--- src/include/rv_defs.svh ---
// core widths, reset pc, putch instruction word and a0 register index

`ifndef RV_DEFS_SVH
`define RV_DEFS_SVH

// data and address width
`define RV_XLEN 64

// instruction word width
`define RV_ILEN 32

// architectural registers
`define RV_NREGS 32

// first fetch address after reset
`define RV_RESET_PC 64'h0000_0000_8000_0000

// console instruction, prints low byte of a0
`define RV_PUTCH_INST 32'h0000_007b
`define RV_A0 5'd10

`endif

--- src/rtl/rv_pkg.sv ---
// rv_pkg: word typedefs, decode enums and stage/bus packet structs

`include "rv_defs.svh"

package rv_pkg;

  typedef logic [`RV_XLEN-1:0] xlen_t;
  typedef logic [`RV_ILEN-1:0] inst_t;
  typedef logic [$clog2(`RV_NREGS)-1:0] ridx_t;

  ////////////////////////////////////////////////////////////////////////////
  // decode controls

  typedef enum logic [1:0] {
    alu_add,
    alu_sub,
    alu_pass_b,
    alu_link
  } alu_op_e;

  typedef enum logic [1:0] {
    mem_none,
    mem_load,
    mem_store
  } mem_op_e;

  typedef enum logic [1:0] {
    br_none,
    br_beq,
    br_bne,
    br_jal
  } br_op_e;

  typedef enum logic [1:0] {
    fetch_idle,
    fetch_wait_ack,
    fetch_busy
  } fetch_state_e;

  ////////////////////////////////////////////////////////////////////////////
  // packets between stages

  typedef struct packed {
    xlen_t pc;
    inst_t inst;
  } fetch_pkt_t;

  typedef struct packed {
    xlen_t   pc;
    inst_t   inst;
    xlen_t   op_a;
    xlen_t   op_b;
    xlen_t   imm;
    ridx_t   rd;
    logic    rd_wen;
    alu_op_e alu_op;
    mem_op_e mem_op;
    br_op_e  br_op;
    logic    is_putch;
  } decode_pkt_t;

  // result holds the alu value, the memory address or the load data
  typedef struct packed {
    xlen_t   pc;
    inst_t   inst;
    xlen_t   result;
    xlen_t   store_data;
    ridx_t   rd;
    logic    rd_wen;
    mem_op_e mem_op;
    logic    is_putch;
  } exec_pkt_t;

  typedef struct packed {
    logic  taken;
    xlen_t target;
  } redirect_t;

  // data bus request fields, 64-bit accesses only
  typedef struct packed {
    logic  we;
    xlen_t addr;
    xlen_t wdata;
  } dbus_req_t;

  typedef struct packed {
    xlen_t pc;
    inst_t inst;
    ridx_t rd;
    logic  rd_wen;
    xlen_t rd_wdata;
  } commit_t;

endpackage

--- src/rtl/exe_stage.sv ---
// exe_stage: add/sub alu, address generation, branch compare and jump target

module exe_stage import rv_pkg::*; (
  input  logic        clk,
  input  logic        i_rst,
  input  logic        i_decoded_req,
  input  decode_pkt_t i_decode,
  output logic        o_executed_req,
  output exec_pkt_t   o_exec,
  output redirect_t   o_redirect
);

  xlen_t alu_res;
  xlen_t mem_addr;
  xlen_t result;
  logic  br_taken;
  logic  redir_taken;
  xlen_t redir_target;

  always_comb begin
    case (i_decode.alu_op)
      alu_add:    alu_res = i_decode.op_a + i_decode.op_b;
      alu_sub:    alu_res = i_decode.op_a - i_decode.op_b;
      alu_pass_b: alu_res = i_decode.op_b;
      default:    alu_res = i_decode.pc + xlen_t'(4);
    endcase
  end

  assign mem_addr = i_decode.op_a + i_decode.imm;

  // memory ops carry the address, putch carries a0
  assign result = (i_decode.mem_op != mem_none) ? mem_addr :
                  i_decode.is_putch             ? i_decode.op_a :
                                                  alu_res;

  always_comb begin
    case (i_decode.br_op)
      br_beq:  br_taken = (i_decode.op_a == i_decode.op_b);
      br_bne:  br_taken = (i_decode.op_a != i_decode.op_b);
      br_jal:  br_taken = 1'b1;
      default: br_taken = 1'b0;
    endcase
  end

  assign o_redirect.taken  = redir_taken;
  assign o_redirect.target = redir_target;

  always_ff @(posedge clk) begin
    if (i_rst) begin
      o_executed_req <= 1'b0;
      redir_taken    <= 1'b0;
    end else begin
      o_executed_req <= i_decoded_req;
      redir_taken    <= i_decoded_req && br_taken;
    end
  end

  always_ff @(posedge clk) begin
    if (i_decoded_req) begin
      o_exec.pc         <= i_decode.pc;
      o_exec.inst       <= i_decode.inst;
      o_exec.result     <= result;
      o_exec.store_data <= i_decode.op_b;
      o_exec.rd         <= i_decode.rd;
      o_exec.rd_wen     <= i_decode.rd_wen;
      o_exec.mem_op     <= i_decode.mem_op;
      o_exec.is_putch   <= i_decode.is_putch;
      redir_target      <= i_decode.pc + i_decode.imm;
    end
  end

endmodule

--- config.mk ---
export PLATFORM = sky130hd
export DESIGN_NAME = exe_stage
export DESIGN_NICKNAME = d
export VERILOG_FILES = /design/src/rtl/rv_pkg.sv /design/src/rtl/exe_stage.sv
export VERILOG_INCLUDE_DIRS = /design/src /design/src/include
export SDC_FILE = /design/constraint.sdc
export NUM_CORES = 1
export LEC_CHECK = 0
export BUFFER_PORTS_ARGS = -buffer_cell sky130_fd_sc_hd__buf_2
export CAP_MARGIN = 20
export CORE_ASPECT_RATIO = 1.75
export CORE_MARGIN = 3
export CORE_UTILIZATION = 50
export DETAILED_ROUTE_END_ITERATION = 6
export GPL_TIMING_DRIVEN = 0
export HOLD_SLACK_MARGIN = 0.05
export PLACE_DENSITY = 0.75
export SLEW_MARGIN = 20
export SYNTH_ARGS = -nofsm -noshare
export SYNTH_HDL_FRONTEND = slang
export SYNTH_SLANG_ARGS = --single-unit
--- constraint.sdc ---
create_clock -name clk -period 5.6 [get_ports clk]
set_clock_uncertainty 0.05 [all_clocks]
set_input_delay 1.12 -clock clk [delete_from_list [all_inputs] [get_ports clk]]
set_output_delay 1.12 -clock clk [all_outputs]
set_load 0.01 [all_outputs]
==> run metrics <==
wire length per cell=approximately 29 um; most instantiated cells after synthesis=a21oi_1 (380), edfxtp_1 (297), ha_1 (254); Post-CTS Hold Fix Bufs=0; Slew Limit Fails=0; final setup margin=approximately 0.15 ns; crit-path most repeated cell=o21ai_1; post-synthesis mux area share=less than 1%; crit end category=register; initial core utilization=50.9%; Final Non-Filler Cells=roughly 4500; WP data arrival=5.69 ns; Hold Vio Cnt, Final=0; critical path class=primary input to register; P&R area growth vs syn=18.9%; Max IR drop VDD=around 0.00026 V; Crit Path Max Fanout=10; routed via count=29200; Simple-Gate Fraction of Synth Area=between 10% and 20%; count leader, synth=a21oi_1; clock transition at the registers of the reported paths=0.07 ns; TritonCTS clock tree=built; register area share after synthesis=between 30% and 40%; CTS HTree Levels=1; top post-synthesis cells by area=edfxtp_1 (33%), ha_1 (12%), a21oi_1 (7.1%), xnor2_1 (4.7%), o21ai_0 (4.1%); first-pass GRT wire length=~180000 um; largest area contributor in the netlist=edfxtp_1; HPWL reported at the end of detailed placement=102000 um; Synth top area share=~33%; row cnt=111; total leakage power=around 14 nW; Tightest Pin Transition=around 1.3 ns; CP max stage cell=a2111oi_0; post-synth net total=3673; Post-Synth XOR/XNOR Area=under 10%; 1st-pass router iterations=7; NumNets Final=4310; Post-synth ARST share=0%; Hold Crit Class=primary input to register; Place WS=-1.10 ns; syn_area_per_cell=between 8 and 9 um^2; DIE WIDTH=between 150 and 200 um; Final TNS setup=0 ns; Startpoint Class=primary input; complex-gate fraction of the synthesized area=26.5%; RSZ-0062 raised after global routing=false; die area=56700 um^2; initial antenna violation count=8; layout cell share with drive strength beyond 1=19.0%; CP Buf/Inv Count=3; Largest stage delay, worst path=0.54 ns; Slew Limit Headroom=12.0%; Synth cell types=approximately 80; largest family of logic cells by synthesized area=compound AO/OA/AOI/OAI gates; PD cells=251 nW/um^2; clock net sink count=approximately 300; Primary FF master, synth=edfxtp_1; largest net degree at the start of global routing=roughly 110; via/cell ratio=about 6.6; WL final=129000 um; initial DRC count=3011; status=finished, violations left; Final Power=8.02 mW; Total GRT Usage=between 40% and 50%; Synth Register Bits=roughly 300; Worst Path Required=just under 6 ns; Mapped Cells=3111; # DRC=7; Post-synth EDFFs=297; fmax=0.183 GHz; critical path cell sequence=buf_2 -> inv_1 -> ha_1 -> clkbuf_1 -> or3_1 -> or4_1 -> nor2_1 -> o21ai_1 -> a211oi_2 -> o21ai_1 -> o21ai_2 -> nand3_1 -> o211ai_1 -> mux2_2 -> a2111oi_0 -> o22ai_1; yosys warns=0; adder-cell area share of the yosys netlist=between 10% and 20%; Ports=about 600; final setup violation count=0; grt ovf=0; clk buf depth=3; placed cell count=4394; placer's final routability congestion estimate=slightly above 1; Mapped Area=between 20000 and 30000 um^2; # fillers=4817; core area=~53000 um^2; failing checks=DRC; remaining antenna violation count after routing=0; family with the most delay on the worst path=compound AO/OA/AOI/OAI gates; Max-cap violations=0; final worst path period share=97.3%; PortBufs=between 600 and 700; post-route minimum period=5.45 ns; vias in the first global route=about 29000; Num CTS Buffers=28; DIE HEIGHT=between 300 and 400 um; clk root buf=clkbuf_16
[metrics by stage]
step,utilization [%],hold WS (ns),area [um^2]
2_1_floorplan,-,1.15,26900
3_3_place_gp,58.2,1.24,30700
4_1_cts,60.4,0.613,31900
6_report,60.6,0.637,32000
5_1_grt,60.6,0.630,32000
3_5_place_dp,58.4,1.25,30800
[layout make-up]
type                            instances  area (um^2)  share of cell area (%)
Buffer                                150          597                    1.87
Antenna cell                            6         15.0                  0.0470
Inverter                              170          638                    2.00
Multi-Input combinational cell       2492        16800                    52.5
Sequential cell                       299         8960                    28.0
Tap cell                              678          848                    2.65
Clock inverter                         20          294                   0.920
Timing Repair Buffer                  607         3100                    9.70
Clock buffer                           32          737                    2.31
[logic make-up (layout without fill, tap and decap cells)]
group	after synthesis	in the layout
compound gates	1129	1129
xor+xnor	221	221
fa+ha+maj	258	258
buf+inv	320	979
flops	299	299
mux	20	20
other cells	0	6
simple gates	864	864
[per-layer routing]
| layer | global-route usage (%) | part of all wire (%) |
|---|---|---|
| met1 | 44.0 | 32 |
| met3 | 7.81 | 8.9 |
| met5 | 0 | 0 |
| met4 | 34.3 | 10 |
| met2 | 76.5 | 49 |
[worst paths after layout]
| check | slack [ns] | cells after the start | endpoint | start |
|---|---|---|---|---|
| hold / removal | 0.64 | 1 | o_exec[152]$_DFFE_PP_ | i_decode[220] |
| setup / recovery | 0.15 | 16 | o_exec[132]$_DFFE_PP_ | i_decode[88] |
[sequential cells by signal, indices dropped and copies added (netlist names)]
name,cells
o_exec,233
o_executed_req,1
redir_taken,1
redir_target,64
[cells in the final DEF (no fill, tap or decap), drive strengths merged, types with 10 or more instances in the layout]
cell      n
nor4     33
a311oi   11
o221ai   10
o22ai    18
and3     37
nand2b   25
clkinv   11
a211oi   46
a21oi   380
xnor2   144
o21ai   225
o31ai    30
nor3     50
a221oi   18
o31a     11
inv     170
a21o     98
a31oi    36
a21boi   17
nor2b    32
nor2    229
xor2     77
clkbuf  153
mux2i    16
or3      18
ha      254
buf     636
edfxtp  297
nand3    95
nand2   221
o21a     28
o211ai   61
nand4    65
o21bai   60
and2     16
o311ai   11
[power by group]
group	total [mW]	switching, mW	internal (mW)
clock	2.18	0.909	1.27
sequential	2.84	0.0645	2.78
combinational	3.00	1.97	1.03
[repair_timing]
action                     4_1_cts  5_1_grt
setup endpoints to repair        7       13
gates resized for setup          3        8
pin swaps                        0        1
cloned                           0        0
buffers inserted                 0        1
Power figures use the tool's default switching activity.
