<file path="src/include/rv_defs.svh">
// core widths, reset pc, putch instruction word and a0 register index

`ifndef RV_DEFS_SVH
`define RV_DEFS_SVH

// data and address width
`define RV_XLEN 64

// instruction word width
`define RV_ILEN 32

// architectural registers
`define RV_NREGS 32

// first fetch address after reset
`define RV_RESET_PC 64'h0000_0000_8000_0000

// console instruction, prints low byte of a0
`define RV_PUTCH_INST 32'h0000_007b
`define RV_A0 5'd10

`endif

</file>
<file path="src/rtl/rv_pkg.sv">
// rv_pkg: word typedefs, decode enums and stage/bus packet structs

`include "rv_defs.svh"

package rv_pkg;

  typedef logic [`RV_XLEN-1:0] xlen_t;
  typedef logic [`RV_ILEN-1:0] inst_t;
  typedef logic [$clog2(`RV_NREGS)-1:0] ridx_t;

  ////////////////////////////////////////////////////////////////////////////
  // decode controls

  typedef enum logic [1:0] {
    alu_add,
    alu_sub,
    alu_pass_b,
    alu_link
  } alu_op_e;

  typedef enum logic [1:0] {
    mem_none,
    mem_load,
    mem_store
  } mem_op_e;

  typedef enum logic [1:0] {
    br_none,
    br_beq,
    br_bne,
    br_jal
  } br_op_e;

  typedef enum logic [1:0] {
    fetch_idle,
    fetch_wait_ack,
    fetch_busy
  } fetch_state_e;

  ////////////////////////////////////////////////////////////////////////////
  // packets between stages

  typedef struct packed {
    xlen_t pc;
    inst_t inst;
  } fetch_pkt_t;

  typedef struct packed {
    xlen_t   pc;
    inst_t   inst;
    xlen_t   op_a;
    xlen_t   op_b;
    xlen_t   imm;
    ridx_t   rd;
    logic    rd_wen;
    alu_op_e alu_op;
    mem_op_e mem_op;
    br_op_e  br_op;
    logic    is_putch;
  } decode_pkt_t;

  // result holds the alu value, the memory address or the load data
  typedef struct packed {
    xlen_t   pc;
    inst_t   inst;
    xlen_t   result;
    xlen_t   store_data;
    ridx_t   rd;
    logic    rd_wen;
    mem_op_e mem_op;
    logic    is_putch;
  } exec_pkt_t;

  typedef struct packed {
    logic  taken;
    xlen_t target;
  } redirect_t;

  // data bus request fields, 64-bit accesses only
  typedef struct packed {
    logic  we;
    xlen_t addr;
    xlen_t wdata;
  } dbus_req_t;

  typedef struct packed {
    xlen_t pc;
    inst_t inst;
    ridx_t rd;
    logic  rd_wen;
    xlen_t rd_wdata;
  } commit_t;

endpackage

</file>
<file path="src/rtl/regfile.sv">
// regfile: 32 x 64-bit registers, two combinational reads, one write

`include "rv_defs.svh"

module regfile import rv_pkg::*; (
  input  logic  clk,
  input  logic  i_rst,
  input  ridx_t i_rs1,
  input  ridx_t i_rs2,
  output xlen_t o_rs1_data,
  output xlen_t o_rs2_data,
  input  ridx_t i_rd,
  input  logic  i_rd_wen,
  input  xlen_t i_rd_wdata
);

  xlen_t regs [`RV_NREGS];

  always_ff @(posedge clk) begin
    if (i_rst) begin
      for (int i = 0; i < `RV_NREGS; i++) begin
        regs[i] <= '0;
      end
    end else if (i_rd_wen && i_rd != '0) begin
      regs[i_rd] <= i_rd_wdata;
    end
  end

  // x0 always reads zero
  assign o_rs1_data = (i_rs1 == '0) ? '0 : regs[i_rs1];
  assign o_rs2_data = (i_rs2 == '0) ? '0 : regs[i_rs2];

endmodule

</file>
<file path="config.mk">
export PLATFORM = sky130hd
export DESIGN_NAME = regfile
export DESIGN_NICKNAME = d
export VERILOG_FILES = /design/src/rtl/rv_pkg.sv /design/src/rtl/regfile.sv
export VERILOG_INCLUDE_DIRS = /design/src /design/src/include
export SDC_FILE = /design/constraint.sdc
export NUM_CORES = 2
export LEC_CHECK = 0
export BUFFER_PORTS_ARGS = -buffer_cell sky130_fd_sc_hd__buf_2
export CAP_MARGIN = 10
export CORE_MARGIN = 10
export CORE_UTILIZATION = 25
export CTS_CLUSTER_DIAMETER = 200
export DETAILED_ROUTE_END_ITERATION = 12
export HOLD_SLACK_MARGIN = 0.08
export SETUP_SLACK_MARGIN = 0.1
export SLEW_MARGIN = 5
export SYNTH_ARGS = -nofsm -noshare
export SYNTH_HDL_FRONTEND = slang
export SYNTH_SLANG_ARGS = --single-unit
</file>
<file path="constraint.sdc">
create_clock -name clk -period 2.7 [get_ports clk]
set_input_delay 0.27 -clock clk [delete_from_list [all_inputs] [get_ports clk]]
set_output_delay 0.27 -clock clk [all_outputs]
set_load 0.02 [all_outputs]
</file>
==> flow_results.org <==
** Timing
- Setup repair after global routing could not meet its margin everywhere.
- Worst-margin pin slew :: 0.963 ns
- Setup violations remaining at the end of the flow were counted as 119.
- Post-route minimum period :: 3.26 ns
- Final period utilization :: 121%
- The final count of hold timing violations came to 0.
- Upper clock frequency limit :: 307 MHz
- Smallest setup slack after layout :: -0.561 ns
- In this run the tightest slew margin relative to its limit is 35.8%.
- The max-slew violation count is 0.
- After routing, the total negative slack on setup checks comes to -21.84 ns.

** Synthesis
- By instance count, the leading cell after synthesis is sky130_fd_sc_hd__edfxtp_1.
- For this run, the leading register cell type out of synthesis is sky130_fd_sc_hd__edfxtp_1.
- In the synthesized netlist, the cells that appear most often are 2048 x sky130_fd_sc_hd__edfxtp_1, 1986 x sky130_fd_sc_hd__and2_1, 906 x sky130_fd_sc_hd__mux4_2.
- For this run, asynchronously set or reset flops after synthesis account for 0%.
- Yosys top cell area share :: 56.8%
- Count of different cell masters after synthesis :: 44
- Warnings, synthesis :: 0
- After synthesis the netlist holds a flip-flop and latch count of 2048.
- Post-synth EDFFs :: 2048
- Avg Cell Area, Syn :: 15.3 µm²
- Top area cells in the synthesized netlist :: sky130_fd_sc_hd__edfxtp_1 57%, sky130_fd_sc_hd__mux4_2 19%, sky130_fd_sc_hd__and2_1 11%
- sky130_fd_sc_hd__edfxtp_1 takes more of the synthesized area than any other cell.
- The cell area that synthesis handed to floorplanning was 108000 µm².
- Sequential elements use 56.8% of the synthesized area.
- Gate count after technology mapping :: 7055

** Drt
- Post-detailed-routing wire length :: 462 mm
- Post-detailed-route via-to-cell ratio :: 5.53
- In the final routed layout, each cell accounts on average for 34.5 µm.
- For this run, design rule violations remaining after detail routing come to 0.
- For this run, the detailed router's first-pass iteration total came to 9.
- Remaining antenna violation count :: 0
- The first routing iteration left 12276 violations.
- Summing over every cut layer, the via total after detailed routing is 74090.

** Clock tree
- TritonCTS created 199 clock buffers.
- Clock-pin slew reported for the worst setup and hold paths after clock tree synthesis :: 0.07 ns
- CTS Sinks :: 2048
- TritonCTS clock tree :: built
- H-tree level count :: 4
- Buffer type at the clock tree root :: sky130_fd_sc_hd__clkbuf_16
- The clock passes through at most 4 buffers.

** Hold path
- The min-delay analysis places its worst path in the category primary input to register.

** Final layout
- Summing all non-filler instances in the final layout gives an area of 132000 µm².
- The largest registers in the layout are regs: 2048 flops.
- The register with the most flip-flops in the final layout is regs.
- Growth of design area from synthesis to finish :: 22.1%
- Summing all flip-flop and latch instances after layout gives 61500 µm².
- Summing all multi-input logic gate instances after layout gives 45600 µm².
- Leaving out filler cells and counting taps, the final layout contains 13390.
- Cells with a size suffix above 1 make up 33.1% of the layout.
- The register with the most flip-flops in the layout has 2048 of them.
- # nets final :: 7566
- Counting the fill cells in the layout gives 42085.

** Placement
- Timing analysis after detailed placement gives a worst setup slack of -0.761 ns.
- Dpl cell area :: 122000 µm²
- Global placement routability congestion :: 0.891
- Once detailed placement completed, the half-perimeter wirelength came to 277 mm.
- Once placement completed, the tool counted placed cells totaling 12911.
- Number of buffers added on ports :: 209

** Setup path
- Cell breakdown of the critical path :: mux4_2 -> mux2i_1 -> nor2_1 -> a2111oi_1 -> buf_4 -> a2111oi_4 -> buf_4
- Along the worst path, the maximum fanout reaches 2.
- By instance count, the cell type seen most on the critical path is sky130_fd_sc_hd__buf_4.
- Data arrives at the worst endpoint at 2.99 ns.
- Crit path kind :: register to output pin
- Cell at the slowest stage of the critical path :: sky130_fd_sc_hd__a2111oi_4
- The worst setup path is launched from a register.
- Required time at the worst-slack endpoint :: 2.43 ns
- For this run, the slowest stage of the critical path takes 0.74 ns.
- Worst setup EP type :: output pin

** Power
- Sequential Power Share :: 47.5%
- The design draws 79.2 mW.
- Internal power component :: 58.2 mW
- Leakage dissipation :: 45.3 nW
- For this design the ratio of total power to cell area is 600 nW/µm².
- IR analysis of the VDD net gives a maximum drop of 0.528 mV.
- Share of total power consumed by net switching :: 26.5%
- In this run, the combinational gates consume 16.2% of the power.
- Of the total power, the clock network draws 36.3%.
- Switching power :: 21.0 mW

** Status
- The run finished, with violations left.
- The final reports fail on setup timing.

** Global route
- Entering global routing, the biggest net connects 65 pins.
- Total global routing overflow :: 0
- Number of global-route vias before repair :: 73995
- The number of antenna violations at the first check in global routing was 71.
- The first global-routing pass estimated 624 mm of wire.
- Overall Global Routing Usage :: 19.2%

** Floorplanning
- In this run the core area contains 241 standard-cell rows.
- From bottom edge to top edge, the die measures 678 µm.
- 210 I/O pins were placed.
- Initial standard-cell utilization of the core :: 25.1%
- Die area :: 460000 µm²
- Die width :: 678 µm
- In this run the standard cell core region covers 431000 µm².

** Flow run
- Reported max-cap violation count :: 0
power groups by stage:
stage / Clock, mW / Combinational [mW] / Sequential (mW)
6_report: 28.8 / 12.8 / 37.6
5_1_grt: 30.0 / 13.0 / 37.8
4_1_cts: 28.9 / 12.5 / 37.6
3_5_place_dp: 0 / 11.5 / 38.3
3_3_place_gp: 0 / 11.4 / 38.1
2_1_floorplan: 0 / 6.02 / 37.9
timing repair:
item | in CTS | in global routing
buffers inserted | 13 | 9
resized for setup | 517 | 71
hold buffers | 65 | 0
pin swaps | 221 | 44
endpoints found under the hold margin | 2007 | 0
endpoints found under the setup margin | 128 | 128
layout by cell type, fill, tap and decap left out, types with 23 or more instances in the layout:
| cell type | n |
|---|---|
| sky130_fd_sc_hd__edfxtp_1 | 2048 |
| sky130_fd_sc_hd__and2_1 | 1985 |
| sky130_fd_sc_hd__mux4_2 | 906 |
| sky130_fd_sc_hd__buf_4 | 389 |
| sky130_fd_sc_hd__mux2i_1 | 351 |
| sky130_fd_sc_hd__buf_12 | 290 |
| sky130_fd_sc_hd__clkbuf_16 | 200 |
| sky130_fd_sc_hd__buf_6 | 117 |
| sky130_fd_sc_hd__mux2_2 | 110 |
| sky130_fd_sc_hd__nand2_1 | 97 |
| sky130_fd_sc_hd__o22ai_1 | 85 |
| sky130_fd_sc_hd__buf_2 | 71 |
| sky130_fd_sc_hd__dlygate4sd3_1 | 65 |
| sky130_fd_sc_hd__conb_1 | 64 |
| sky130_fd_sc_hd__a22oi_2 | 47 |
| sky130_fd_sc_hd__o221ai_1 | 46 |
| sky130_fd_sc_hd__diode_2 | 42 |
| sky130_fd_sc_hd__a21oi_1 | 39 |
| sky130_fd_sc_hd__clkbuf_1 | 39 |
| sky130_fd_sc_hd__clkinv_2 | 37 |
| sky130_fd_sc_hd__nor2_4 | 37 |
| sky130_fd_sc_hd__or2_4 | 32 |
| sky130_fd_sc_hd__clkinv_1 | 32 |
| sky130_fd_sc_hd__and3_4 | 31 |
| sky130_fd_sc_hd__a22o_1 | 30 |
| sky130_fd_sc_hd__o211ai_1 | 30 |
| sky130_fd_sc_hd__a221oi_1 | 30 |
| sky130_fd_sc_hd__a22oi_1 | 27 |
| sky130_fd_sc_hd__a221oi_2 | 26 |
| sky130_fd_sc_hd__bufinv_16 | 24 |
| sky130_fd_sc_hd__o2111ai_2 | 23 |
per-layer routing:
layer | up-vias | track usage [%] | wire (µm)
li1 | 28106 | - | -
met1 | 38303 | 21.9 | 152000
met2 | 6050 | 31.8 | 218000
met3 | 1615 | 4.28 | 51800
met4 | 16 | 14.1 | 40100
met5 | - | 0 | 95
critical path: cells and delay by family (launching register included):
family	cells	cell delay [ns]
AO/OA/AOI/OAI	2	0.81
buffers and inverters	2	0.44
flip-flops	1	0.37
multiplexers	2	0.33
AND/OR/NAND/NOR	1	0.13
layout make-up:
type | count | area share [%]
diodes | 42 | 0.0795
multi-input cells | 4278 | 34.5
flip-flops and latches | 2048 | 46.5
inverters | 2 | 0.00663
clock buffers | 239 | 3.90
well taps | 5710 | 5.41
repair buffers | 955 | 8.63
clock inverters | 116 | 0.924
metrics by stage:
stage	util, %	hold slack, ns
after global routing	30.6	0.255
after global placement	28.4	0.582
final	30.6	0.264
after detailed placement	28.4	0.586
after CTS	30.5	0.228
after floorplan	-	0.468
worst paths after layout:
kind	start	end	slack [ns]	depth (start not counted)
hold / removal	i_rst	regs[0][7]$_SDFFCE_PN0P_	0.26	2
setup / recovery	regs[6][23]$_SDFFCE_PN0P_	o_rs1_data[23]	-0.56	7
kinds of logic after synthesis:
family	share of synthesized area, %
DFF	56.8
muxes	23.5
AOI/OAI and AO/OA	3.75
buffers and inverters	3.17
and+or+nand+nor	12.8
other	0.00346
No activity file was read; power rests on OpenSTA's default activity.
