==> config.mk <==
export PLATFORM = sky130hd
export DESIGN_NAME = wb_stage
export DESIGN_NICKNAME = d
export VERILOG_FILES = /design/src/rtl/rv_pkg.sv /design/src/rtl/wb_stage.sv
export VERILOG_INCLUDE_DIRS = /design/src /design/src/include
export SDC_FILE = /design/constraint.sdc
export NUM_CORES = 1
export LEC_CHECK = 0
export ABC_AREA = 1
export BUFFER_PORTS_ARGS = -buffer_cell sky130_fd_sc_hd__buf_2
export CAP_MARGIN = 20
export CORE_AREA = 2 2 188 190
export DETAILED_ROUTE_END_ITERATION = 8
export DIE_AREA = 0 0 190 192
export REMOVE_ABC_BUFFERS = 1
export SKIP_CTS_REPAIR_TIMING = 1
export SLEW_MARGIN = 10
export SYNTH_ARGS = -nofsm -noshare
export SYNTH_HDL_FRONTEND = slang
export SYNTH_SLANG_ARGS = --single-unit
==> constraint.sdc <==
create_clock -name clk -period 0.8 [get_ports clk]
set_input_delay 0.16 -clock clk [delete_from_list [all_inputs] [get_ports clk]]
set_output_delay 0.16 -clock clk [all_outputs]
set_load 0.03 [all_outputs]
==> src/include/rv_defs.svh <==
// core widths, reset pc, putch instruction word and a0 register index

`ifndef RV_DEFS_SVH
`define RV_DEFS_SVH

// data and address width
`define RV_XLEN 64

// instruction word width
`define RV_ILEN 32

// architectural registers
`define RV_NREGS 32

// first fetch address after reset
`define RV_RESET_PC 64'h0000_0000_8000_0000

// console instruction, prints low byte of a0
`define RV_PUTCH_INST 32'h0000_007b
`define RV_A0 5'd10

`endif

==> src/rtl/rv_pkg.sv <==
// rv_pkg: word typedefs, decode enums and stage/bus packet structs

`include "rv_defs.svh"

package rv_pkg;

  typedef logic [`RV_XLEN-1:0] xlen_t;
  typedef logic [`RV_ILEN-1:0] inst_t;
  typedef logic [$clog2(`RV_NREGS)-1:0] ridx_t;

  ////////////////////////////////////////////////////////////////////////////
  // decode controls

  typedef enum logic [1:0] {
    alu_add,
    alu_sub,
    alu_pass_b,
    alu_link
  } alu_op_e;

  typedef enum logic [1:0] {
    mem_none,
    mem_load,
    mem_store
  } mem_op_e;

  typedef enum logic [1:0] {
    br_none,
    br_beq,
    br_bne,
    br_jal
  } br_op_e;

  typedef enum logic [1:0] {
    fetch_idle,
    fetch_wait_ack,
    fetch_busy
  } fetch_state_e;

  ////////////////////////////////////////////////////////////////////////////
  // packets between stages

  typedef struct packed {
    xlen_t pc;
    inst_t inst;
  } fetch_pkt_t;

  typedef struct packed {
    xlen_t   pc;
    inst_t   inst;
    xlen_t   op_a;
    xlen_t   op_b;
    xlen_t   imm;
    ridx_t   rd;
    logic    rd_wen;
    alu_op_e alu_op;
    mem_op_e mem_op;
    br_op_e  br_op;
    logic    is_putch;
  } decode_pkt_t;

  // result holds the alu value, the memory address or the load data
  typedef struct packed {
    xlen_t   pc;
    inst_t   inst;
    xlen_t   result;
    xlen_t   store_data;
    ridx_t   rd;
    logic    rd_wen;
    mem_op_e mem_op;
    logic    is_putch;
  } exec_pkt_t;

  typedef struct packed {
    logic  taken;
    xlen_t target;
  } redirect_t;

  // data bus request fields, 64-bit accesses only
  typedef struct packed {
    logic  we;
    xlen_t addr;
    xlen_t wdata;
  } dbus_req_t;

  typedef struct packed {
    xlen_t pc;
    inst_t inst;
    ridx_t rd;
    logic  rd_wen;
    xlen_t rd_wdata;
  } commit_t;

endpackage

==> src/rtl/wb_stage.sv <==
// wb_stage: register write port, commit record and putch output

module wb_stage import rv_pkg::*; (
  input  logic      clk,
  input  logic      i_rst,
  input  logic      i_memoryed_req,
  input  exec_pkt_t i_mem,
  output ridx_t     o_rd,
  output logic      o_rd_wen,
  output xlen_t     o_rd_wdata,
  output logic      o_writebacked_req,
  output logic      o_commit_valid,
  output commit_t   o_commit,
  output logic      o_putch_valid,
  output logic [7:0] o_putch_char
);

  // write lands on the same edge the commit record is registered
  assign o_rd       = i_mem.rd;
  assign o_rd_wen   = i_memoryed_req && i_mem.rd_wen;
  assign o_rd_wdata = i_mem.result;

  always_ff @(posedge clk) begin
    if (i_rst) begin
      o_writebacked_req <= 1'b0;
      o_commit_valid    <= 1'b0;
      o_putch_valid     <= 1'b0;
    end else begin
      o_writebacked_req <= i_memoryed_req;
      o_commit_valid    <= i_memoryed_req;
      o_putch_valid     <= i_memoryed_req && i_mem.is_putch;
    end
  end

  always_ff @(posedge clk) begin
    if (i_memoryed_req) begin
      o_commit.pc       <= i_mem.pc;
      o_commit.inst     <= i_mem.inst;
      o_commit.rd       <= i_mem.rd;
      o_commit.rd_wen   <= i_mem.rd_wen;
      o_commit.rd_wdata <= i_mem.result;
      o_putch_char      <= i_mem.result[7:0];
    end
  end

endmodule

==> results of run 1 <==
cell type report:
class	count	share of cell area
timing repair buffer	604	0.448
clock inverter	14	0.0130
clock buffer	18	0.0390
multi-input combinational	4	0.00133
tap	455	0.0506
sequential	168	0.447
inverter	2	0.000667
power by group:
group          switching [mW]  internal, mW  total, mW
Sequential              0.362          10.5       10.8
Clock                    3.47          4.70       8.17
Combinational            2.73          2.29       5.02
Total                    6.56          17.5       24.0
sequential cells by signal, summed over array words and instances (netlist names):
register	cells
o_commit	166
o_commit_valid	1
o_putch_valid	1
stage by stage:
step	setup TNS, ns	total power [mW]	utilization	instance area (µm²)	hold WS, ns
after floorplan	-0.368	12.3	-	5050	0.231
after global placement	-29.20	14.4	0.230	7870	0.336
after detailed placement	-29.78	14.4	0.230	7870	0.338
after CTS	-69.42	22.7	0.247	8460	-0.147
after global routing	-71.31	25.0	0.328	11200	0.0991
final	-59.91	24.0	0.328	11200	0.127
cells by family after synthesis:
group | share of synthesized area
flops | 0.892
buf+inv | 0.105
simple gates | 0.00267
metal layers:
| layer | track usage | routed length (µm) | share of wire |
|---|---|---|---|
| met5 | 0 | 0 | 0 |
| met4 | 0.0340 | 335 | 0.018 |
| met3 | 0.0519 | 1790 | 0.094 |
| met2 | 0.146 | 10300 | 0.54 |
| met1 | 0.0808 | 6560 | 0.34 |
final timing paths:
check | to | slack, ns | cells after the start
worst min-delay path | o_commit[59]$_DFFE_PP_ | 0.13 | 2
worst max-delay path | o_commit[4] | -0.46 | 1
cells in the mapped netlist, drive strengths merged:
cell type	n	area (µm²)
nor2	2	7.51
inv	2	7.51
dfxtp	2	40.0
buf	78	586
edfxtp	166	4980
nand2	2	7.51
==> summary.md, run 1 <==
| Metric | Value |
|---|---|
| Via/cell ratio | `3.36` |
| Place WS | `-0.220 ns` |
| Worst EP required | `approximately 0.64 ns` |
| Fill cells | `about 3300` |
| # IOs | `~480` |
| Root buf cell | `clkbuf_16` |
| Final GP Congestion | `approximately 0.74` |
| Layout area overhead | `99.7%` |
| Antenna Diode Count | `0` |
| DRC viols | `0` |
| Netlist cell types | `6` |
| Register area share after synthesis | `0.892` |
| RSZ-0062 raised after global routing | `yes` |
| Setup ws final | `-0.462 ns` |
| Initial drt markers | `149` |
| Multi-input combinational cell area | `around 15 µm²` |
| Crit. Startpoint | `o_commit[4]$_DFFE_PP_` |
| H-Tree Depth | `4` |
| Synthesized flop and latch total | `168` |
| Number of buffers added on ports | `between 400 and 500` |
| Cell area after synthesis | `0.00563 mm²` |
| Vias in the first global route | `between 3000 and 4000` |
| Fraction of layout instances using a drive strength above 1 | `0.579` |
| Final wirelength | `19000 µm` |
| Cts bufs inserted | `17` |
| Core Rows | `between 60 and 70` |
| CP Launch Type | `flip-flop` |
| Fin. Hold Viols | `0` |
| Final Setup Violations | `approximately 180` |
| Commonest non-fill, non-tap cell in the layout | `buf_2` |
| Fmax | `0.793 GHz` |
| DRT Pass-1 Iters | `4` |
| Violated checks | `setup timing` |
| Max-slew violations | `0` |
| Status | `finished, violations left` |
| Die Span Y | `192 µm` |
| Register area | `just over 0.005 mm²` |
| Nets | `1033` |
| Syn avg cell area | `22.4 µm²` |
| Initial Utilization | `0.164` |
| WS Path Type | `reg2out` |
| Max VDD drop | `~1.3 mV` |
| DP Cell Count | `around 1100` |
| Max Cap Viol | `0` |
| Die W | `around 190 µm` |
| Via count | `4248` |
| Synth Warn # | `0` |
| Core area | `between 0.03 and 0.04 mm²` |
| Tot GR Track Use | `0.0844` |
| Worst slew margin | `0.835` |
| Period utilization | `1.58` |
| Critical Path Fanout Max | `2` |
| Total congestion overflow | `0` |
| Hold Crit Start | `i_memoryed_req` |
| Slew @ Worst Pin | `~0.25 ns` |
| Crit path max-delay cell type | `edfxtp_1` |
| Worst Path Arrival | `~1.1 ns` |
| Post-DP HPWL | `between 10000 and 15000 µm` |
| First-pass GRT wire length | `about 21000 µm` |
| Max clock buf depth | `2` |
| Final std cells w/o fill | `around 1300` |
| Pwr/cell area | `roughly 2100 mW/mm²` |
| Cell family with most CP delay | `flip-flops` |
| Hold Path Class | `in2reg` |
| LEAKAGE | `4.77 nW` |
| Most frequent cells in the layout | `buf_2, dlygate4sd3_1, edfxtp_1, buf_6, buf_4` |
| Avg WL per Cell | `between 15 and 20 µm` |
| Crit path largest cell delay | `around 0.46 ns` |
| Post-route ant nets | `0` |
| Die ar. | `0.0365 mm²` |
| Buf/Inv on CP | `1` |
| Clock Sinks | `about 170` |
| Crit. End Element | `output port` |
| CTS tree | `done` |
| Critical-path cell list | `buf_4` |
| Largest net degree at the start of global routing | `36` |
| Initial antenna violation count | `0` |
| Syn Inst Count | `252` |
| Clock Pin Slew Worst Setup and Hold Paths | `roughly 0.070 ns` |
| Tmin final | `1.26 ns` |
(Power assumes the default switching activity.)
==> run 2, diff against run 1 <==
--- a/config.mk
+++ b/config.mk
@@ -12,6 +12,7 @@
 export CORE_AREA = 2 2 188 190
 export DETAILED_ROUTE_END_ITERATION = 8
 export DIE_AREA = 0 0 190 192
+export PLACE_DENSITY = 0.48
 export REMOVE_ABC_BUFFERS = 1
 export SKIP_CTS_REPAIR_TIMING = 1
 export SLEW_MARGIN = 10
==> run 2 against run 1 <==
Against the previous run: routed wire length fell by 1.9%; die area did not move; final cell count rose by 0.95%; sequential share of layout area fell by 0.78 points; the run still ends with setup timing left; highest routed layer unchanged; maximum frequency up 0.67%; flip-flop and latch count stayed put; combinational power rose by 2%; total power up 2.8%; clock power increased by 7.1%; critical path depth grew 1; design area increased by 1.8%.
==> summary.md, run 2 (synthesis results as in run 1) <==
| Metric | Value |
|---|---|
| Largest net degree at the start of global routing | `23 (-36%)` |
| Clock Sinks | `168 (unchanged)` |
| Clock Pin Slew Worst Setup and Hold Paths | `0.06 ns (about the same)` |
| Via count | `4232 (-0.38%)` |
| Crit. End Element | `output port` |
| Hold Crit Start | `i_memoryed_req` |
| Max FFs per register | `166 (unchanged)` |
| Crit. Startpoint | `o_commit[2]$_DFFE_PP_` |
| Worst slew margin | `0.871 (+0.0354)` |
| First-pass GRT wire length | `21200 µm (+0.33%)` |
| Critical Path Fanout Max | `2 (unchanged)` |
| WS Path Type | `reg2out` |
| Total congestion overflow | `0 (unchanged)` |
| Layout area overhead | `103%` |
| Core Rows | `68 (unchanged)` |
| Final Util | `0.334 (+0.00584)` |
| Fraction of layout instances using a drive strength above 1 | `0.585 (+0.00615)` |
| Slew @ Worst Pin | `0.194 ns (-0.0531 ns)` |
| Number of buffers added on ports | `416 (unchanged)` |
| Max Cap Viol | `0 (unchanged)` |
| Antenna Diode Count | `0 (unchanged)` |
| Setup ws final | `-0.453 ns (+0.00842 ns)` |
| Commonest non-fill, non-tap cell in the layout | `buf_2` |
| Max clock buf depth | `2 (unchanged)` |
| Core area | `0.0343 mm² (unchanged)` |
| Fmax | `0.798 GHz (+0.67%)` |
| Vias in the first global route | `3565 (+3.9%)` |
| Tot GR Track Use | `0.0830 (-0.00137)` |
| Status | `finished, violations left` |
| Initial drt markers | `63 (-58%)` |
| Post-route ant nets | `0 (unchanged)` |
| Regs by FF count | `o_commit: 166 flops, o_commit_valid: 1 flops, o_putch_valid: 1 flops` |
| Post-route cell area | `0.0114 mm² (+1.8%)` |
| Final std cells w/o fill | `1277 (+0.95%)` |
| Die Span Y | `192 µm (unchanged)` |
| CP Launch Type | `flip-flop` |
| Fin. Hold Viols | `0 (unchanged)` |
| LEAKAGE | `4.87 nW (+2.2%)` |
| Post-DP HPWL | `12900 µm (-1.3%)` |
| Max VDD drop | `1.36 mV (+2.6%)` |
| Max-slew violations | `0 (unchanged)` |
| # IOs | `483 (unchanged)` |
| Tmin final | `1.25 ns (-0.00842 ns)` |
| Final Setup Violations | `177 (unchanged)` |
| Final GP Congestion | `0.749 (+0.83%)` |
| Final wirelength | `18700 µm (-1.9%)` |
| Worst EP required | `0.64 ns (about the same)` |
| H-Tree Depth | `4 (unchanged)` |
| DP Cell Count | `1075 (+1.2%)` |
| Worst Path Arrival | `1.09 ns (about the same)` |
| CTS tree | `done` |
| Avg WL per Cell | `14.6 µm (-2.8%)` |
| Initial Utilization | `0.164 (unchanged)` |
| Hold Path Class | `in2reg` |
| Violated checks | `setup timing` |
| DRT Pass-1 Iters | `4 (unchanged)` |
| Pwr/cell area | `2160 mW/mm² (+0.99%)` |
| Die W | `190 µm (unchanged)` |
| Most frequent cells in the layout | `buf_2, buf_6, dlygate4sd3_1, edfxtp_1, buf_4` |
| Initial antenna violation count | `0 (unchanged)` |
| Root buf cell | `clkbuf_16` |
| Cts bufs inserted | `17 (unchanged)` |
| DRC viols | `0 (unchanged)` |
| Period utilization | `1.57 (-0.0105)` |
| Top reg by flops | `o_commit` |
| Placed cell area | `0.00798 mm² (+1.4%)` |
| Final Total Pwr | `24.7 mW (+2.8%)` |
| Die ar. | `0.0365 mm² (unchanged)` |
| RSZ-0062 raised after global routing | `yes` |
| Nets | `1048 (+1.5%)` |
| Via/cell ratio | `3.31 (-1.3%)` |
| Setup TNS | `-58.86 ns (+1.05 ns)` |
==> run 2: worst paths after layout <==
kind | slack, ns | cells after the start | endpoint
hold / removal | 0.12 | 2 | o_commit[152]$_DFFE_PP_
setup / recovery | -0.45 | 2 | o_commit[2]
==> run 2: per-stage QoR <==
stage / setup slack (ns) / hold slack (ns)
2_1_floorplan: -0.0216 / 0.231
3_3_place_gp: -0.170 / 0.336
3_5_place_dp: -0.146 / 0.338
4_1_cts: -0.564 / -0.146
5_1_grt: -0.520 / 0.0855
6_report: -0.453 / 0.116
==> run 2: final cells by class <==
| type | count | area (µm²) |
|---|---|---|
| fill | 3296 | 22800 |
| timing repair buffer | 619 | 5210 |
| sequential | 168 | 5030 |
| tap | 455 | 569 |
| clock buffer | 20 | 437 |
| clock inverter | 9 | 176 |
| multi-input combinational | 4 | 22.5 |
| inverter | 2 | 7.51 |
==> run 2: report_power, final <==
group	internal [mW]	leakage, nW	total (mW)	switching, mW
Combinational	2.37	2.93	5.11	2.75
Sequential	10.5	1.64	10.8	0.358
Clock	5.48	0.296	8.75	3.27
==> run 2: worst max-delay path, cell delays in order (launching register included) <==
cell and delay [ns]:
edfxtp_1 0.38, buf_6 0.15, buf_8 0.13
==> run 2: routing by layer <==
layer  part of all wire  wire (µm)  vias up  GRT usage
met4              0.015        273        0     0.0379
li1                   -          -     1980          -
met3               0.10       1870       12     0.0462
met1               0.35       6480     1994     0.0808
met2               0.54      10000      246      0.144
met5                  0          0        -          0
