## src/include/rv_defs.svh

```systemverilog
// core widths, reset pc, putch instruction word and a0 register index

`ifndef RV_DEFS_SVH
`define RV_DEFS_SVH

// data and address width
`define RV_XLEN 64

// instruction word width
`define RV_ILEN 32

// architectural registers
`define RV_NREGS 32

// first fetch address after reset
`define RV_RESET_PC 64'h0000_0000_8000_0000

// console instruction, prints low byte of a0
`define RV_PUTCH_INST 32'h0000_007b
`define RV_A0 5'd10

`endif

```

## src/rtl/rv_pkg.sv

```systemverilog
// rv_pkg: word typedefs, decode enums and stage/bus packet structs

`include "rv_defs.svh"

package rv_pkg;

  typedef logic [`RV_XLEN-1:0] xlen_t;
  typedef logic [`RV_ILEN-1:0] inst_t;
  typedef logic [$clog2(`RV_NREGS)-1:0] ridx_t;

  ////////////////////////////////////////////////////////////////////////////
  // decode controls

  typedef enum logic [1:0] {
    alu_add,
    alu_sub,
    alu_pass_b,
    alu_link
  } alu_op_e;

  typedef enum logic [1:0] {
    mem_none,
    mem_load,
    mem_store
  } mem_op_e;

  typedef enum logic [1:0] {
    br_none,
    br_beq,
    br_bne,
    br_jal
  } br_op_e;

  typedef enum logic [1:0] {
    fetch_idle,
    fetch_wait_ack,
    fetch_busy
  } fetch_state_e;

  ////////////////////////////////////////////////////////////////////////////
  // packets between stages

  typedef struct packed {
    xlen_t pc;
    inst_t inst;
  } fetch_pkt_t;

  typedef struct packed {
    xlen_t   pc;
    inst_t   inst;
    xlen_t   op_a;
    xlen_t   op_b;
    xlen_t   imm;
    ridx_t   rd;
    logic    rd_wen;
    alu_op_e alu_op;
    mem_op_e mem_op;
    br_op_e  br_op;
    logic    is_putch;
  } decode_pkt_t;

  // result holds the alu value, the memory address or the load data
  typedef struct packed {
    xlen_t   pc;
    inst_t   inst;
    xlen_t   result;
    xlen_t   store_data;
    ridx_t   rd;
    logic    rd_wen;
    mem_op_e mem_op;
    logic    is_putch;
  } exec_pkt_t;

  typedef struct packed {
    logic  taken;
    xlen_t target;
  } redirect_t;

  // data bus request fields, 64-bit accesses only
  typedef struct packed {
    logic  we;
    xlen_t addr;
    xlen_t wdata;
  } dbus_req_t;

  typedef struct packed {
    xlen_t pc;
    inst_t inst;
    ridx_t rd;
    logic  rd_wen;
    xlen_t rd_wdata;
  } commit_t;

endpackage

```

## src/rtl/id_stage.sv

```systemverilog
// id_stage: subset decoder, immediate generation and operand select

`include "rv_defs.svh"

module id_stage import rv_pkg::*; (
  input  logic        clk,
  input  logic        i_rst,
  input  logic        i_fetched_req,
  input  fetch_pkt_t  i_fetch,
  output ridx_t       o_rs1,
  output ridx_t       o_rs2,
  input  xlen_t       i_rs1_data,
  input  xlen_t       i_rs2_data,
  output logic        o_decoded_req,
  output decode_pkt_t o_decode
);

  inst_t       inst;
  logic [6:0]  opcode;
  logic [2:0]  funct3;
  logic [6:0]  funct7;
  logic        is_putch;
  xlen_t       imm_i;
  xlen_t       imm_s;
  xlen_t       imm_b;
  xlen_t       imm_j;
  xlen_t       imm_u;
  decode_pkt_t dec;

  assign inst     = i_fetch.inst;
  assign opcode   = inst[6:0];
  assign funct3   = inst[14:12];
  assign funct7   = inst[31:25];
  assign is_putch = (inst == `RV_PUTCH_INST);

  assign imm_i = {{52{inst[31]}}, inst[31:20]};
  assign imm_s = {{52{inst[31]}}, inst[31:25], inst[11:7]};
  assign imm_b = {{51{inst[31]}}, inst[31], inst[7], inst[30:25], inst[11:8], 1'b0};
  assign imm_j = {{43{inst[31]}}, inst[31], inst[19:12], inst[20], inst[30:21], 1'b0};
  assign imm_u = {{32{inst[31]}}, inst[31:12], 12'b0};

  // putch reads a0 through the rs1 port
  assign o_rs1 = is_putch ? ridx_t'(`RV_A0) : inst[19:15];
  assign o_rs2 = inst[24:20];

  always_comb begin
    dec          = '0;
    dec.pc       = i_fetch.pc;
    dec.inst     = inst;
    dec.op_a     = i_rs1_data;
    dec.op_b     = i_rs2_data;
    dec.imm      = imm_i;
    dec.rd       = inst[11:7];
    dec.alu_op   = alu_add;
    dec.mem_op   = mem_none;
    dec.br_op    = br_none;
    dec.is_putch = is_putch;
    if (!is_putch) begin
      case (opcode)
        // addi
        7'b0010011: begin
          if (funct3 == 3'b000) begin
            dec.op_b   = imm_i;
            dec.rd_wen = 1'b1;
          end
        end
        // add, sub
        7'b0110011: begin
          if (funct3 == 3'b000 && funct7 == 7'b0000000) begin
            dec.rd_wen = 1'b1;
          end else if (funct3 == 3'b000 && funct7 == 7'b0100000) begin
            dec.alu_op = alu_sub;
            dec.rd_wen = 1'b1;
          end
        end
        // lui
        7'b0110111: begin
          dec.op_b   = imm_u;
          dec.alu_op = alu_pass_b;
          dec.rd_wen = 1'b1;
        end
        // ld
        7'b0000011: begin
          if (funct3 == 3'b011) begin
            dec.mem_op = mem_load;
            dec.rd_wen = 1'b1;
          end
        end
        // sd
        7'b0100011: begin
          if (funct3 == 3'b011) begin
            dec.imm    = imm_s;
            dec.mem_op = mem_store;
          end
        end
        // beq, bne
        7'b1100011: begin
          dec.imm = imm_b;
          if (funct3 == 3'b000) begin
            dec.br_op = br_beq;
          end else if (funct3 == 3'b001) begin
            dec.br_op = br_bne;
          end
        end
        // jal
        7'b1101111: begin
          dec.imm    = imm_j;
          dec.br_op  = br_jal;
          dec.alu_op = alu_link;
          dec.rd_wen = 1'b1;
        end
        default: begin
          // anything else commits as a no-op
          dec.rd_wen = 1'b0;
        end
      endcase
    end
  end

  always_ff @(posedge clk) begin
    if (i_rst) begin
      o_decoded_req <= 1'b0;
    end else begin
      o_decoded_req <= i_fetched_req;
    end
  end

  always_ff @(posedge clk) begin
    if (i_fetched_req) begin
      o_decode <= dec;
    end
  end

endmodule

```

## config.mk

```make
export PLATFORM = sky130hd
export DESIGN_NAME = id_stage
export DESIGN_NICKNAME = d
export VERILOG_FILES = /design/src/rtl/rv_pkg.sv /design/src/rtl/id_stage.sv
export VERILOG_INCLUDE_DIRS = /design/src /design/src/include
export SDC_FILE = /design/constraint.sdc
export NUM_CORES = 1
export LEC_CHECK = 0
export ABC_AREA = 1
export BUFFER_PORTS_ARGS = -buffer_cell sky130_fd_sc_hd__clkbuf_2
export CAP_MARGIN = 20
export CORE_AREA = 2 2 208 210
export DETAILED_ROUTE_END_ITERATION = 8
export DIE_AREA = 0 0 210 212
export GPL_TIMING_DRIVEN = 1
export PLACE_DENSITY = 0.58
export SLEW_MARGIN = 20
export SYNTH_ARGS = -nofsm -noshare
export SYNTH_HDL_FRONTEND = slang
export SYNTH_SLANG_ARGS = --single-unit
```

## constraint.sdc

```tcl
create_clock -name clk -period 2.1 [get_ports clk]
set_clock_uncertainty 0.2 [all_clocks]
set_input_delay 0.21 -clock clk [delete_from_list [all_inputs] [get_ports clk]]
set_output_delay 0.21 -clock clk [all_outputs]
set_load 0.01 [all_outputs]
```

==> flow_summary.ini, run 1 <==
[outcome]
outcome = finished clean

[power]
p_leak_nw = 7.325
ir_worst_vdd_mv = 0.6081
powerDensity_nw_per_um2 = 793.5

[final_layout]
nets = 1668
instances_no_fill = 2012
syn_to_final_growth_pct = 64.15
drive_gt1_share_pct = 43.57

[global_routing]
grt_overflow_total = 0
grt.total_usage_pct = 16.66
grt_pass1_wl_um = 55070
busiest_layer = met2
met3_usage_pct = 3.604
antenna_found_initial = 2
grt_use_met1_pct = 19.32
grt_pass1_vias = 8623
grt_max_degree = 46
met2_usage_pct = 30.46

[sta]
timing.final.crit_share_pct = 97.72
finalSetupViolations = 0
finalCriticalPeriod_ns = 2.052
setup_tns_ns = 0
slew_violations = 0
slew_headroom_pct = 65.59
tightest_slew_ns = 0.5161
fmax_mhz = 487.3
hold_violations = 0
rsz0062_at_grt = no

[synth]
synth_top_area_share_pct = 75.40
synth-simple-area-share_pct = 15.39
yosysSeqAreaShare_pct = 75.61
yosysMostFrequentCell = edfxtp_1
synth_cell_type_count = 25
yosysWarnings = 0
yosys_most_used_dff = edfxtp_1
synth_mux_area_share_pct = 0
synth_fp_nets = 940
synth_edf_count = 246
synth_top_family_by_area = simple AND/OR/NAND/NOR gates
synth_compound_area_share_pct = 0.9195
synthTopCellsByArea = edfxtp_1, nand2_1, nand3_1, buf_4, nor2_1
ys_ff_latch = 247
syn_area_per_cell_um2 = 13.74
synth_area_leader_cell = edfxtp_1
async_reset_ff_share_pct = 0
synth_top_cells_by_count = edfxtp_1, nand2_1, nand3_1, buf_4, nor2_1
synth_cells = 713
synthAdderAreaFrac_pct = 0
synth_xor_area_share_pct = 0
syn-cell-area_um2 = 9797

[clock_tree]
cts_tree = built
cts_buffer_depth = 3
numCtsBuffers = 28
clk_pin_slew_ns = 0.06
cts_root_buffer = clkbuf_16
clock_sinks = 247
htree_levels = 1
postCtsSetupBuffers = 0

[floorplanning]
die_x_um = 210
die_area_um2 = 44520
die_h_um = 212
start_util_pct = 23.05
coreArea_um2 = 42510
rows = 76
io_pins = 539

[placed_design]
gp_congestion = 0.8132
io_buffer_count = 538
dp_hpwl_um = 28110
place_inst = 1733

[setup_path]
arrival_ns = 1.64
cp_top_family = buffers and inverters
cp-end-kind = output pin
critical_path_buf_inv_count = 3
worstPathMaxFanout = 5
startpoint_type = input pin
slowest_delay_ns = 0.53
cp_slowest_cell = dlygate4sd3_1
required_ns = 1.69
crit_path_cell_trace = dlygate4sd3_1 > clkbuf_2 > nor2_4 > nand4_1 > nor2_2 > nand2_1 > nand2_1 > clkbuf_2
worstSetupPathType = in2out

[routing]
wl_per_cell_um = 19.44
wirelength_um = 39120
final_antenna_net_count = 0
drtIter0Drc = 560
firstDrtPassIters = 4
vias = 8461
route.detailed.drc = 0
viasPerCell = 4.205

[worst_hold_path]
min_path_type = in2reg

[run]
maxCapViolCount = 0
==> through the flow <==
stage | utilization (%) | instance area [um2] | power (mW) | worst slack, ns | hold slack (ns)
floorplan | - | 9797 | 6.644 | 0.3997 | 0.08118
global placement | 30.20 | 12830 | 7.532 | 0.1448 | 0.1736
detailed placement | 30.20 | 12830 | 7.544 | 0.1700 | 0.1788
CTS | 37.82 | 16080 | 12.91 | 0.008419 | 0.0007221
global route | 37.82 | 16080 | 13.22 | 0.007670 | 0.0002363
finish | 37.83 | 16080 | 12.76 | 0.04784 | 0.002811
==> placed cells by master (no fill, tap or decap), types with 5 or more instances in the layout <==
master,netlist,routed
buf_12,0,9
buf_4,62,20
clkbuf_16,0,29
clkbuf_2,0,526
clkinv_2,1,9
dlygate4sd3_1,0,229
edfxtp_1,246,246
inv_1,24,24
nand2_1,153,152
nand2_2,8,9
nand3_1,107,107
nand3_2,11,11
nand4_1,5,5
nor2_1,32,29
o21ai_0,5,5
o21ai_1,13,13
==> what timing repair did <==
item / 4_1_cts / 5_1_grt
hold buffers: 232 / 1
endpoints found under the hold margin: 267 / 1
gates resized for setup: 0 / 13
setup endpoints to repair: 0 / 2
==> cell type report <==
class,count,area (um2)
fillers,4048,26420
flip-flops and latches,247,7407
repair buffers,790,5325
multi-input cells,344,1618
clock buffers,31,733.2
well taps,546,683.2
clock inverters,20,186.4
inverters,30,118.9
diodes,4,10.01
==> state kept, by name, summed over array words and instances, names as in the netlist <==
name           flops
o_decode         246
o_decoded_req      1
==> path summary, 6_finish.rpt <==
| kind | startpoint | endpoint | slack (ns) | cells past startpoint |
|---|---|---|---|---|
| max | i_fetch[15] | o_rs1[1] | 0.05 | 8 |
| min | i_fetch[12] | o_decode[217] | 0.003 | 1 |
==> per-layer routing <==
layer | routed length [um] | vias up
li1 | - | 3921
met1 | 14810 | 4065
met2 | 20420 | 418
met3 | 2897 | 55
met4 | 983 | 2
met5 | 6 | -
==> where the power goes <==
group / internal [mW] / total (mW) / switching [mW] / leakage [nW]
logic: 0.830 / 1.80 / 0.968 / 4.46
clock network: 2.89 / 4.96 / 2.07 / 0.454
registers: 5.86 / 6.00 / 0.143 / 2.41
==> kinds of logic (layout without fill, tap and decap cells) <==
logic type	after synthesis	in the layout
buf+inv	122	871
flops	247	247
other cells	0	4
simple gates	326	326
compound gates	18	18
No activity file was read; power rests on OpenSTA's default activity.
==> inputs of run 2 (changes only) <==
Settings changed: REMOVE_ABC_BUFFERS set to 1, SETUP_SLACK_MARGIN set to 0.05.
==> run 2 against run 1 <==
Effect of this change: critical endpoint unchanged; core utilization grew 0.46 points; total power grew 4.1%; global-route usage grew 0.22 points; sequential power is essentially flat; clock power grew 10%; setup slack gained 0.072 ns; final cell count grew 0.45%; clock-buffer cell count grew 1; die area is the same; combinational power is essentially flat.
==> flow_summary.ini, run 2 (same netlist as run 1, synthesis figures left out) <==
[routing]
drtIter0Drc = 738
final_antenna_net_count = 0
wl_per_cell_um = 19.59
vias = 8564
viasPerCell = 4.238
firstDrtPassIters = 5
wirelength_um = 39600
route.detailed.drc = 0

[final_layout]
fill_cells = 4005
post-route-util_pct = 38.29
nets = 1679
seq_area_um2 = 7407
layout_commonest_cell = clkbuf_2
top_regs = o_decode: 246 flops, o_decoded_req: 1 flops
multi_input_area_um2 = 1628
regMostFlops = o_decode
largest_reg_flops = 246
layout_common_cells = clkbuf_2, edfxtp_1, dlygate4sd3_1
syn_to_final_growth_pct = 66.13
instances_no_fill = 2021
drive_gt1_share_pct = 43.76

[sta]
finalSetupViolations = 0
setup_tns_ns = 0
tightest_slew_ns = 0.4732
slew_headroom_pct = 68.37
slew_violations = 0
finalCriticalPeriod_ns = 1.980
fmax_mhz = 505.1
rsz0062_at_grt = no
layout_setup_ws_ns = 0.1202
timing.final.crit_share_pct = 94.28
hold_violations = 0

[global_routing]
grt.total_usage_pct = 16.88
grt_pass1_wl_um = 55880
grt_max_degree = 65
antenna_found_initial = 1
grt_overflow_total = 0
grt_pass1_vias = 8697

[setup_path]
arrival_ns = 1.57
startpoint_type = input pin
cp-end-kind = output pin
required_ns = 1.69
worstPathMaxFanout = 4
worstSetupPathType = in2out
crit_path_start = i_fetch[29]

[placed_design]
post-place-ws_ns = 0.1547
place_inst = 1726
dp_hpwl_um = 26550
io_buffer_count = 538
gp_congestion = 0.7968

[power]
power_mw = 13.28
swShare_pct = 24.04
p_switching_mw = 3.193
internal-power_mw = 10.09
p_comb_share_pct = 13.7
seq_power_share_pct = 45.1
p_clk_share_pct = 41.2
powerDensity_nw_per_um2 = 816.1
p_leak_nw = 7.396
ir_worst_vdd_mv = 0.5140

[worst_hold_path]
hold_end = o_decode[88]
whs_path_depth = 3
min_path_type = in2reg
worstHoldStart = i_fetch[31]

[floorplanning]
die_x_um = 210
die_h_um = 212
rows = 76
coreArea_um2 = 42510
die_area_um2 = 44520
io_pins = 539
start_util_pct = 23.05

[run]
maxCapViolCount = 0

[clock_tree]
htree_levels = 1
clock_sinks = 247
numCtsBuffers = 29
cts_buffer_depth = 3
cts_root_buffer = clkbuf_16
clk_pin_slew_ns = 0.06
cts_tree = built

[outcome]
outcome = finished clean
run 2: changes by cell type in the layout (fill, tap and decap cells not counted), moves of 2 or more:
cell            delta
clkinv_4           +2
buf_4              -7
buf_2              +4
inv_6              -2
buf_6              +5
diode_2            -3
dlygate4sd3_1     +11
bufinv_16          +4
nor2_2             +4
clkinv_2           -2
dlymetal6s4s_1     -3
nor2_1             -3
run 2: how the worst max path moves through the flow:
stage,endpoint,slack [ns],cells past startpoint
global placement,o_decode[7],0.15,8
finish,o_rs1[1],0.12,8
detailed placement,o_decode[7],0.15,7
CTS,o_rs1[3],0.06,8
floorplan,o_decode[236],-1.33,0
global route,o_rs1[1],0.04,8
run 2: metal layers:
layer | global-route usage [%] | vias up | routed length, um
li1 | - | 3949 | -
met1 | 19.35 | 4116 | 14850
met2 | 30.59 | 429 | 20310
met3 | 3.914 | 68 | 2964
met4 | 6.456 | 2 | 1467
met5 | 0 | - | 6
run 2: power groups by stage:
stage                     registers (mW)  clock network, mW  logic [mW]
after global placement              6.08                  0        1.43
final                               5.98               5.47        1.82
after CTS                           5.98               5.67        1.82
after global routing                6.02               5.85        1.95
after floorplan                     6.34                  0       0.160
after detailed placement            6.08                  0        1.44
run 2: final cells by class:
class	instances	share of cell area, %
antenna	1	0.01538
clock buffer	32	4.528
clock inverter	21	1.799
inverter	30	0.7303
multi-input combinational	344	10.00
sequential	247	45.51
tap	546	4.197
timing repair buffer	800	33.22
run 2: timing repair:
action | in CTS | in global routing
hold buffers | 241 | 0
endpoints found under the hold margin | 277 | 0
setup endpoints to repair | 0 | 2
setup buffers | 0 | 0
gates resized for setup | 0 | 28
run 2: worst max-delay path: stages:
cell and delay (ns):
dlygate4sd3_1 0.56, buf_6 0.14, nor2_2 0.07, nand4_1 0.15, nor2_1 0.14, nand2_1 0.09, nand2_1 0.10, buf_6 0.11
run 2: stage by stage:
step	instance area (um2)	hold slack, ns
6_report	16280	0.02643
3_5_place_dp	12780	0.1886
5_1_grt	16280	0.01177
3_3_place_gp	12780	0.1866
4_1_cts	16220	0.002597
2_1_floorplan	9124	0.08118
